### config.mk
export PLATFORM = sky130hd
export DESIGN_NAME = lcd_clock_top
export DESIGN_NICKNAME = d
export VERILOG_FILES = /design/src/hw/lcd_clock_pkg.sv /design/src/hw/lcd_sequencer.sv /design/src/hw/lcd_char_select.sv /design/src/hw/lcd_bus_driver.sv /design/src/hw/lcd_clock_top.sv
export SDC_FILE = /design/constraint.sdc
export NUM_CORES = 1
export LEC_CHECK = 0
export BUFFER_PORTS_ARGS = -buffer_cell sky130_fd_sc_hd__buf_2
export CORE_MARGIN = 5
export CORE_UTILIZATION = 30
export DETAILED_ROUTE_END_ITERATION = 10
export MAX_ROUTING_LAYER = met4
export PLACE_DENSITY = 0.59
export SLEW_MARGIN = 30
export SYNTH_ARGS = -nofsm -noshare
export SYNTH_HDL_FRONTEND = slang
export SYNTH_SLANG_ARGS = --single-unit
### constraint.sdc
create_clock -name CLK -period 4.5 [get_ports CLK]
set_input_delay 0.225 -clock CLK [delete_from_list [all_inputs] [get_ports CLK]]
set_output_delay 0.225 -clock CLK [all_outputs]
set_load 0.01 [all_outputs]
### src/hw/lcd_clock_pkg.sv
// Shared types and LCD command and glyph codes for the clock display controller
`default_nettype none

package lcd_clock_pkg;

    // Controller states, in the order they are visited
    typedef enum logic [2:0]
    {
        power_up,
        function_set,
        display_on,
        entry_mode,
        line1,
        line2,
        home
    } lcd_state_e;

    // Upper bit selects alarm view, lower bit marks setting
    typedef enum logic [1:0]
    {
        current_time,
        current_set,
        alarm_time,
        alarm_set
    } clock_mode_e;

    typedef enum logic [2:0]
    {
        blink_none,
        blink_hour,
        blink_min,
        blink_sec,
        blink_meridian,
        blink_year,
        blink_month,
        blink_day
    } blink_field_e;

    typedef logic [7:0] char_t;
    typedef logic [7:0] slot_t;

    localparam char_t cmd_function_set = 8'h3C; // 8-bit bus, two lines, 5x10 font
    localparam char_t cmd_display_on   = 8'h0C; // Display on, no cursor
    localparam char_t cmd_entry_mode   = 8'h06; // Increment, no shift
    localparam char_t cmd_line1_addr   = 8'h80;
    localparam char_t cmd_line2_addr   = 8'hC0;
    localparam char_t cmd_return_home  = 8'h02;

    localparam char_t ch_space   = 8'h20;
    localparam char_t ch_colon   = 8'h3A;
    localparam char_t ch_two     = 8'h32;
    localparam char_t ch_zero    = 8'h30;
    localparam char_t ch_y       = 8'h59;
    localparam char_t ch_m       = 8'h4D;
    localparam char_t ch_d       = 8'h44;
    localparam char_t ch_alarm   = 8'h98; // Bell glyph in the module's ROM
    localparam char_t ch_setting = 8'hA9;
    localparam char_t ch_note    = 8'h91;

    // Address slot plus sixteen characters
    localparam slot_t line_slots = 8'd17;

endpackage

`default_nettype wire

### src/hw/lcd_sequencer.sv
// Steps the LCD through power-up, init commands and the endless refresh frame
`default_nettype none

module lcd_sequencer
#(
    parameter int power_up_cycles = 71,
    parameter int command_cycles  = 31,
    parameter int line_cycles     = 21,
    parameter int home_cycles     = 57
)
(
    input  logic                      CLK,
    input  logic                      RESETN,
    output lcd_clock_pkg::lcd_state_e state,
    output lcd_clock_pkg::slot_t      slot,
    output logic                      blink_phase
);

    import lcd_clock_pkg::*;

    slot_t      last_slot;
    lcd_state_e next_state;

    // Length of the current state, minus one
    always_comb
    begin
        case (state)
            power_up:
                last_slot = slot_t'(power_up_cycles - 1);
            function_set, display_on, entry_mode:
                last_slot = slot_t'(command_cycles - 1);
            line1, line2:
                last_slot = slot_t'(line_cycles - 1);
            default:
                last_slot = slot_t'(home_cycles - 1);
        endcase
    end

    always_comb
    begin
        case (state)
            power_up:     next_state = function_set;
            function_set: next_state = display_on;
            display_on:   next_state = entry_mode;
            entry_mode:   next_state = line1;
            line1:        next_state = line2;
            line2:        next_state = home;
            home:         next_state = line1; // Frame loops forever
            default:      next_state = power_up;
        endcase
    end

    always_ff @(posedge CLK)
    begin
        if (!RESETN)
        begin
            state       <= power_up;
            slot        <= '0;
            blink_phase <= 1'b0;
        end
        else if (slot == last_slot)
        begin
            state <= next_state;
            slot  <= '0;
            if (state == home)
            begin
                blink_phase <= ~blink_phase; // Once per frame
            end
        end
        else
        begin
            slot <= slot + 8'd1;
        end
    end

endmodule

`default_nettype wire

### src/hw/lcd_char_select.sv
// Chooses the character shown at each slot of both display lines
`default_nettype none

module lcd_char_select
(
    input  lcd_clock_pkg::lcd_state_e   state,
    input  lcd_clock_pkg::slot_t        slot,
    input  logic                        blink_phase,
    input  lcd_clock_pkg::char_t        h10,
    input  lcd_clock_pkg::char_t        h1,
    input  lcd_clock_pkg::char_t        m10,
    input  lcd_clock_pkg::char_t        m1,
    input  lcd_clock_pkg::char_t        s10,
    input  lcd_clock_pkg::char_t        s1,
    input  lcd_clock_pkg::char_t        y10,
    input  lcd_clock_pkg::char_t        y1,
    input  lcd_clock_pkg::char_t        mt10,
    input  lcd_clock_pkg::char_t        mt1,
    input  lcd_clock_pkg::char_t        d10,
    input  lcd_clock_pkg::char_t        d1,
    input  lcd_clock_pkg::char_t        meridian,
    input  logic                        time_format,
    input  lcd_clock_pkg::clock_mode_e  mode,
    input  lcd_clock_pkg::blink_field_e blink,
    input  logic                        ring_alarm,
    input  logic                        set_alarm,
    output lcd_clock_pkg::char_t        char_code
);

    import lcd_clock_pkg::*;

    char_t line1_char;
    char_t line2_char;
    char_t colon_char;
    logic  alarm_view;
    logic  setting;

    // Blank a field on the off phase when the selector points at it
    function automatic char_t field_char(input blink_field_e sel, input blink_field_e field,
                                         input logic phase, input char_t ch);
        field_char = (sel == field && phase) ? ch_space : ch;
    endfunction

    assign colon_char = blink_phase ? ch_space : ch_colon;
    assign alarm_view = (mode == alarm_time) || (mode == alarm_set);
    assign setting    = (mode == current_set) || (mode == alarm_set);

    always_comb
    begin
        case (slot)
            8'd2:  line1_char = field_char(blink, blink_hour, blink_phase, h10);
            8'd3:  line1_char = field_char(blink, blink_hour, blink_phase, h1);
            8'd4:  line1_char = colon_char;
            8'd5:  line1_char = field_char(blink, blink_min, blink_phase, m10);
            8'd6:  line1_char = field_char(blink, blink_min, blink_phase, m1);
            8'd7:  line1_char = colon_char;
            8'd8:  line1_char = field_char(blink, blink_sec, blink_phase, s10);
            8'd9:  line1_char = field_char(blink, blink_sec, blink_phase, s1);
            8'd11: line1_char = time_format ?
                                field_char(blink, blink_meridian, blink_phase, meridian) :
                                ch_space;
            8'd12: line1_char = time_format ?
                                field_char(blink, blink_meridian, blink_phase, ch_m) :
                                ch_space;
            8'd14: line1_char = alarm_view ? ch_alarm : ch_space;
            8'd15: line1_char = setting ? ch_setting : ch_space;
            default: line1_char = ch_space; // Padding slots 1, 10, 13, 16
        endcase
    end

    always_comb
    begin
        case (slot)
            8'd2:  line2_char = field_char(blink, blink_year, blink_phase, ch_two);
            8'd3:  line2_char = field_char(blink, blink_year, blink_phase, ch_zero);
            8'd4:  line2_char = field_char(blink, blink_year, blink_phase, y10);
            8'd5:  line2_char = field_char(blink, blink_year, blink_phase, y1);
            8'd6:  line2_char = ch_y;
            8'd7:  line2_char = field_char(blink, blink_month, blink_phase, mt10);
            8'd8:  line2_char = field_char(blink, blink_month, blink_phase, mt1);
            8'd9:  line2_char = ch_m;
            8'd10: line2_char = field_char(blink, blink_day, blink_phase, d10);
            8'd11: line2_char = field_char(blink, blink_day, blink_phase, d1);
            8'd12: line2_char = ch_d;
            8'd14: line2_char = ring_alarm ? ch_note : ch_space;
            8'd15: line2_char = set_alarm ? ch_alarm : ch_space;
            default: line2_char = ch_space;
        endcase
    end

    always_comb
    begin
        if (slot >= line_slots)
        begin
            char_code = ch_space; // Tail of a long line state
        end
        else if (state == line1)
        begin
            char_code = line1_char;
        end
        else if (state == line2)
        begin
            char_code = line2_char;
        end
        else
        begin
            char_code = ch_space;
        end
    end

endmodule

`default_nettype wire

### src/hw/lcd_bus_driver.sv
// Registers the LCD bus with command bytes or display characters per state
`default_nettype none

module lcd_bus_driver
(
    input  logic                      CLK,
    input  logic                      RESETN,
    input  lcd_clock_pkg::lcd_state_e state,
    input  lcd_clock_pkg::slot_t      slot,
    input  lcd_clock_pkg::char_t      char_code,
    output logic                      lcd_rs,
    output logic                      lcd_rw,
    output lcd_clock_pkg::char_t      lcd_data
);

    import lcd_clock_pkg::*;

    char_t      line_addr;

    assign line_addr = (state == line1) ? cmd_line1_addr : cmd_line2_addr;

    always_ff @(posedge CLK)
    begin
        if (!RESETN)
        begin
            lcd_rs   <= 1'b1;
            lcd_rw   <= 1'b1;
            lcd_data <= '0;
        end
        else
        begin
            lcd_rw <= 1'b0;
            lcd_rs <= 1'b0;
            case (state)
                function_set: lcd_data <= cmd_function_set;
                display_on:   lcd_data <= cmd_display_on;
                entry_mode:   lcd_data <= cmd_entry_mode;
                home:         lcd_data <= cmd_return_home;
                line1, line2:
                begin
                    if (slot == '0)
                    begin
                        lcd_data <= line_addr; // DDRAM address first
                    end
                    else
                    begin
                        lcd_rs   <= 1'b1;
                        lcd_data <= char_code;
                    end
                end
                default:
                begin
                    lcd_rs   <= 1'b1; // Bus idles during power-up wait
                    lcd_rw   <= 1'b1;
                    lcd_data <= '0;
                end
            endcase
        end
    end

endmodule

`default_nettype wire

### src/hw/lcd_clock_top.sv
// Character-LCD controller for a digital clock, sequencer plus bus datapath
`default_nettype none

module lcd_clock_top
#(
    parameter int power_up_cycles = 71,
    parameter int command_cycles  = 31,
    parameter int line_cycles     = 21, // At least line_slots
    parameter int home_cycles     = 57
)
(
    input  logic                        CLK,
    input  logic                        RESETN,
    input  lcd_clock_pkg::char_t        h10,
    input  lcd_clock_pkg::char_t        h1,
    input  lcd_clock_pkg::char_t        m10,
    input  lcd_clock_pkg::char_t        m1,
    input  lcd_clock_pkg::char_t        s10,
    input  lcd_clock_pkg::char_t        s1,
    input  lcd_clock_pkg::char_t        y10,
    input  lcd_clock_pkg::char_t        y1,
    input  lcd_clock_pkg::char_t        mt10,
    input  lcd_clock_pkg::char_t        mt1,
    input  lcd_clock_pkg::char_t        d10,
    input  lcd_clock_pkg::char_t        d1,
    input  lcd_clock_pkg::char_t        meridian,
    input  logic                        time_format,
    input  lcd_clock_pkg::clock_mode_e  mode,
    input  lcd_clock_pkg::blink_field_e blink,
    input  logic                        ring_alarm,
    input  logic                        set_alarm,
    output logic                        lcd_rs,
    output logic                        lcd_rw,
    output lcd_clock_pkg::char_t        lcd_data
);

    import lcd_clock_pkg::*;

    lcd_state_e state;
    slot_t      slot;
    logic       blink_phase;
    char_t      char_code;

    lcd_sequencer
    #(
        .power_up_cycles (power_up_cycles),
        .command_cycles  (command_cycles),
        .line_cycles     (line_cycles),
        .home_cycles     (home_cycles)
    )
    i_lcd_sequencer
    (
        .CLK         (CLK),
        .RESETN      (RESETN),
        .state       (state),
        .slot        (slot),
        .blink_phase (blink_phase)
    );

    lcd_char_select i_lcd_char_select
    (
        .state       (state),
        .slot        (slot),
        .blink_phase (blink_phase),
        .h10         (h10),
        .h1          (h1),
        .m10         (m10),
        .m1          (m1),
        .s10         (s10),
        .s1          (s1),
        .y10         (y10),
        .y1          (y1),
        .mt10        (mt10),
        .mt1         (mt1),
        .d10         (d10),
        .d1          (d1),
        .meridian    (meridian),
        .time_format (time_format),
        .mode        (mode),
        .blink       (blink),
        .ring_alarm  (ring_alarm),
        .set_alarm   (set_alarm),
        .char_code   (char_code)
    );

    lcd_bus_driver i_lcd_bus_driver
    (
        .CLK       (CLK),
        .RESETN    (RESETN),
        .state     (state),
        .slot      (slot),
        .char_code (char_code),
        .lcd_rs    (lcd_rs),
        .lcd_rw    (lcd_rw),
        .lcd_data  (lcd_data)
    );

endmodule

`default_nettype wire

=== After elaboration in Yosys (flattened, before gate mapping) ===
Index checks and enable logic that the tools add are counted.

* Output and inout port bits: 10
* Input bits: 114
* Register bits after elaboration: 22
* Logic and storage cells: 95

* Magnitude comparators: 1
* Mux-type cells: 36
* Reduce and logical (&&, ||, !) cells: 19
* $add $sub $neg: 1
* Eq/ne operators: 30
* Bitwise gates (word level): 2

{| class="wikitable"
|+ Operators by type and width
! operator !! count
|-
| 2-to-1 mux 8 bit || 23
|-
| case mux 8 bit (13 select lines) || 1
|-
| case mux 8 bit (11 select lines) || 1
|-
| equality test 8 x 4 -> 1 bit (second input constant) || 7
|-
| case mux 8 bit (5 select lines) || 1
|-
| equality test 8 x 3 -> 1 bit (second input constant) || 4
|-
| equality test 3 bit (second input constant) || 7
|-
| case mux 7 bit (3 select lines) || 1
|-
| case mux 3 bit (6 select lines) || 1
|-
| equality test 8 x 2 -> 1 bit (second input constant) || 2
|-
| 2-to-1 mux 5 bit || 3
|-
| 2-to-1 mux 7 bit || 2
|-
| equality test 3 x 2 -> 1 bit (second input constant) || 4
|-
| adder 8 x 1 -> 8 bit (second input constant) || 1
|-
| equality test 8 x 7 -> 1 bit || 1
|-
| >= comparator 8 x 5 -> 1 bit (second input constant) || 1
|-
| logical NOT 8 bit || 1
|-
| OR reduction 2 bit || 4
|-
| logical AND 1 bit || 7
|-
| equality test 3 x 1 -> 1 bit (second input constant) || 2
|-
| OR reduction 6 bit || 1
|-
| equality test 2 bit (second input constant) || 2
|-
| OR reduction 4 bit || 1
|-
| logical NOT 3 bit || 1
|-
| 7 further kinds || 10
|}

=== Logic depth before layout (Yosys ltp) ===
* Depth after elaboration: 9
* Mapped depth: 10
* Depth with buffers taken out: 8

=== Modules after synthesis ===
From an unflattened synthesis, not the netlist that was laid out.

* Cell total of the unflattened synthesis: 329
* Area total of the unflattened synthesis: 2667.6 µm²

{| class="wikitable"
|+ Modules (own cells, without submodules)
! module !! cells each !! instances !! area each (µm²) !! seq. area each (µm²)
|-
| lcd_char_select || 215 || 1 || 1569.0 || 0.0
|-
| lcd_sequencer || 76 || 1 || 658.1 || 240.2
|-
| lcd_bus_driver || 38 || 1 || 440.4 || 200.2
|}

=== Worst setup path after synthesis ===
OpenSTA, ideal clock, no wires.

* Path type: flip-flop to flip-flop
* Start point: register i_lcd_sequencer.slot[0]
* End point: register i_lcd_bus_driver.lcd_data[3]
* Path slack: 2326 ps
* Setup time: 133 ps
* Required time: 4367 ps
* Clock period less this slack: 2174 ps
* Data arrival time: 2041 ps
* Cell stages (with the launch flop): 10
* Cell sequence: dfxtp_1 -> inv_1 -> ha_1 -> clkbuf_1 -> o21bai_1 -> o21a_1 -> nor2_1 -> or4_1 -> a2111oi_0 -> nor3_1

* Longest elaborated chain between the ends: 7
* Elaborated cells between the ends (all ways): 23

{| class="wikitable"
|+ RTL lines
! item !! RTL line !! text
|-
| start: declaration || lcd_sequencer.sv:15 || <nowiki>output lcd_clock_pkg::slot_t slot,</nowiki>
|-
| start signal: assignment || lcd_sequencer.sv:72 || <nowiki>slot <= slot + 8'd1;</nowiki>
|-
| equality test 8 x 4 -> 1 bit (tied with other cells) || lcd_char_select.sv:50, lcd_char_select.sv:73 ||
|-
| case mux 8 bit (13 select lines) or OR reduction 2 bit (tied branches) || - ||
|-
| 2-to-1 mux 8 bit or case mux 8 bit (11 select lines) (tied branches) || lcd_char_select.sv:101, lcd_char_select.sv:50 ||
|-
| 2-to-1 mux 8 bit || lcd_char_select.sv:97 || <nowiki>else if (state == line1)</nowiki>
|-
| 2-to-1 mux 8 bit || lcd_char_select.sv:93 || <nowiki>if (slot >= line_slots)</nowiki>
|-
| 2-to-1 mux 8 bit * || lcd_bus_driver.sv:41 || <nowiki>if (slot == '0)</nowiki>
|-
| case mux 8 bit (5 select lines) * || lcd_bus_driver.sv:34 || <nowiki>case (state)</nowiki>
|-
| end signal: assignment || lcd_bus_driver.sv:35 || <nowiki>function_set: lcd_data <= cmd_function_set;</nowiki>
|-
| end signal: assignment || lcd_bus_driver.sv:36 || <nowiki>display_on: lcd_data <= cmd_display_on;</nowiki>
|-
| end signal: assignment || lcd_bus_driver.sv:43 || <nowiki>lcd_data <= line_addr;</nowiki>
|-
| end: declaration || lcd_bus_driver.sv:13 || <nowiki>output lcd_clock_pkg::char_t lcd_data</nowiki>
|}

Mark *: on every way between the ends. The rest lies on a longest branch, timed or not.
A chain may end at the register's enable or synchronous reset.

=== Worst setup path after layout ===
* Start point: register i_lcd_sequencer.slot[0]
* End point: register i_lcd_bus_driver.lcd_data[7]

The elaborated chain is that of the path after synthesis.

==> results.md <==
* Status: finished clean
* Share of cells above drive strength 1 at 0.314
* Vias per Instance at 5.92
* Critical Path Max Stage Delay at roughly 770 ps
* Sum of buffers and inverters on the critical path at 2
* Combinational share of power at 0.361
* DIE HEIGHT at 100 um
* Most frequent CP cell: inv_1
* Rel. slew slack at 0.390
* Max-slew violation count at 0
* Post-CTS Setup Inserts at 0
* Gpl congestion at between 0.9 and 1
* Worst vdd ir at slightly above 0.08 mV
* Mapped Area at 2450 sq um
* Root Buffer: clkbuf_8
* Die X at around 100 um
* #FFs+latches synth at 22
* Via count at roughly 3,200
* First-pass GRT wire length at between 15 and 20 mm
* Fmax at 0.343 GHz
* Crit. End Element: flip-flop
* Final setup viols at 0
* CP max FO at 22
* Die area at between 10,000 and 15,000 sq um
* Initial antenna violation count at 0
* Worst hold endpoint: i_lcd_bus_driver.lcd_data[0]
* CP Class: flip-flop to flip-flop
* # H-tree levels at 1
* Synth unique cells at 61
* Setup WS pre-CTS at around 1700 ps
* Diode count at 0
* Total grt overflow at 0
* Hpwl dp at approximately 8.5 mm
* Clock buffer depth at 2
* Mapped Cells at 347
* Yosys top cell by area: dfxtp_1
* Synth cell count leaders: a22oi_1, nor2_1, clkbuf_1, nand2_1
* Min Tclk post-route at ~2900 ps
* FP Rows at 33
* Post-synthesis sequential area ratio at 0.180
* Net switching power of the design at approximately 0.00018 W
* Layout area overhead at 27.4%
* CP max-delay cell: ha_1
* Syn Nets at between 400 and 500
* Crit path required time at roughly 4700 ps
* Post-synth top area share at 0.180
* Fin util at 0.386
* Fin Clk Skew at 1.71 ps
* Fin worst setup slack at 1590 ps
* Drc violations at 0
* Worst setup SP type: flip-flop
* Fillers at slightly below 900
* IO buf count at around 120
* Worst path arrival time at 3100 ps
* CTS buffer count at 3
* Vias in the first global route at roughly 3,200
* Final Net Count at between 500 and 600
* Synth Flop Type: dfxtp_1
* Final setup TNS at 0 ps
* Post-synth EDFFs at 0
* Clk sinks at 22
* Post-cts resize count at 0
* RSZ-0062 raised after global routing: no
* Synthesized area per cell at just over 7 sq um
* Tightest Hold Check Type: input port to flip-flop
* Synth area leaders: dfxtp_1, a22oi_1, nor2_1
* Switching Share at 0.344
* Clk_lat worst skew at roughly 260 ps
* CTS tree: built
* Pwr Total at 0.000515 W
* FF-to-FF path depth at 8
* Min-delay src: meridian[0]
* CTS clk-pin slew, worst paths at around 80 ps
* Delay-heaviest family, CP: adder cells
* Drt wl/cell at 20.0 um
* Initial Util at 0.303
* Cells on Worst Hold Path at 3
* Core Area at 8090 sq um
* Global Route Usage Sum at 0.214
* Reg-to-reg startpoint: i_lcd_sequencer.slot[0]
* Reg power frac at 0.395
* Drt pass-1 iters at 5
* Number of max-cap violations at 0
* Final Hold Vio Count at 0
* Routed wire length at 11.0 mm
* Ys Warns at 0
* Period utilisation layout at 0.647
* Largest net degree at the start of global routing at 29
* FFs w/ async S/R, synth at 0
* Final antenna-violating net count at 0
* R2r endpoint: i_lcd_bus_driver.lcd_data[7]
* Slew @ Worst Pin at about 910 ps
* Int Pwr at about 0.00034 W
* Clock power frac at 0.244
* Leak at 1.33 nW
* Initial DRC count at between 300 and 400
* Hold buffer count at CTS at 0
* Worst reg-to-reg setup slack at roughly 1600 ps
* Power Density at ~160 nW/um^2
* I/O pin total at approximately 120
* Crit-path cells: inv_1 -> ha_1 -> inv_1 -> nor2_2 -> a22oi_1 -> o21ai_0 -> a2111oi_0 -> o32ai_2
logic make-up (layout without fill, tap and decap cells):
kind of cell	Yosys count	in the layout	synth area share
compound gates	129	129	0.381
xor+xnor	10	10	0.0357
fa+ha+maj	4	4	0.0204
buf+inv	39	134	0.0663
flops	22	22	0.179
mux	1	1	0.00408
simple gates	142	142	0.313
worst min-delay path, cell delays in order:
cell and delay, ps:
buf_2 100, nand2_1 50, a311oi_1 70
metal layers:
metal	vias to the layer above	GRT usage	share of wire
li1	1530	-	-
met1	1512	0.274	0.42
met2	182	0.347	0.45
met3	12	0.0500	0.11
met4	0	0.0425	0.018
met5	-	-	0
placed cells by master (no fill, tap or decap), types with 8 or more instances in the layout:
cell type and instances:
nor3_1 8, o22ai_1 8, nand2b_1 8, buf_2 123, nand3_1 17, dfxtp_1 22
a22oi_1 36, a2111oi_0 8, nand2_1 23, o21ai_0 22, nor2b_1 8, nor2_1 36
power by group through the flow:
| stage | Combinational (W) | Clock, W | Sequential [W] |
|---|---|---|---|
| after floorplan | 0.0000992 | 0 | 0.000204 |
| after global placement | 0.000182 | 0 | 0.000208 |
| after detailed placement | 0.000183 | 0 | 0.000208 |
| after CTS | 0.000184 | 0.000130 | 0.000204 |
| after global routing | 0.000201 | 0.000140 | 0.000205 |
| final | 0.000186 | 0.000126 | 0.000204 |
how the worst max path moves through the flow:
stage / start / endpoint / cells past startpoint
final: i_lcd_sequencer.slot[0] / i_lcd_bus_driver.lcd_data[7] / 8
after global routing: i_lcd_sequencer.slot[0] / i_lcd_bus_driver.lcd_data[7] / 8
after CTS: i_lcd_sequencer.slot[0] / i_lcd_bus_driver.lcd_data[7] / 8
after detailed placement: i_lcd_sequencer.slot[0] / i_lcd_bus_driver.lcd_data[7] / 8
after global placement: i_lcd_sequencer.slot[1] / i_lcd_bus_driver.lcd_data[0] / 7
after floorplan: i_lcd_sequencer.slot[0] / i_lcd_bus_driver.lcd_data[3] / 9
registers in the layout, indices dropped and copies added (netlist names):
signal,cells
i_lcd_bus_driver.lcd_rw,1
i_lcd_sequencer.blink_phase,1
i_lcd_bus_driver.lcd_data,8
i_lcd_sequencer.state,3
i_lcd_bus_driver.lcd_rs,1
i_lcd_sequencer.slot,8
through the flow:
stage | area [sq um] | std cells | hold WS [ps]
final | 3130 | 547 | 231
after global routing | 3130 | 547 | 227
after CTS | 3120 | 547 | 221
after detailed placement | 3080 | 544 | 502
after global placement | 3080 | 544 | 491
after floorplan | 2450 | 347 | 319
area by class of cell:
| type | count | area (sq um) | share of cell area |
|---|---|---|---|
| sequential | 22 | 440 | 0.141 |
| multi-input combinational | 286 | 1860 | 0.595 |
| tap | 105 | 131 | 0.0420 |
| clock buffer | 3 | 41.3 | 0.0132 |
| inverter | 6 | 22.5 | 0.00720 |
| timing repair buffer | 125 | 631 | 0.202 |
Note: power is estimated with default switching activity, not from simulation.
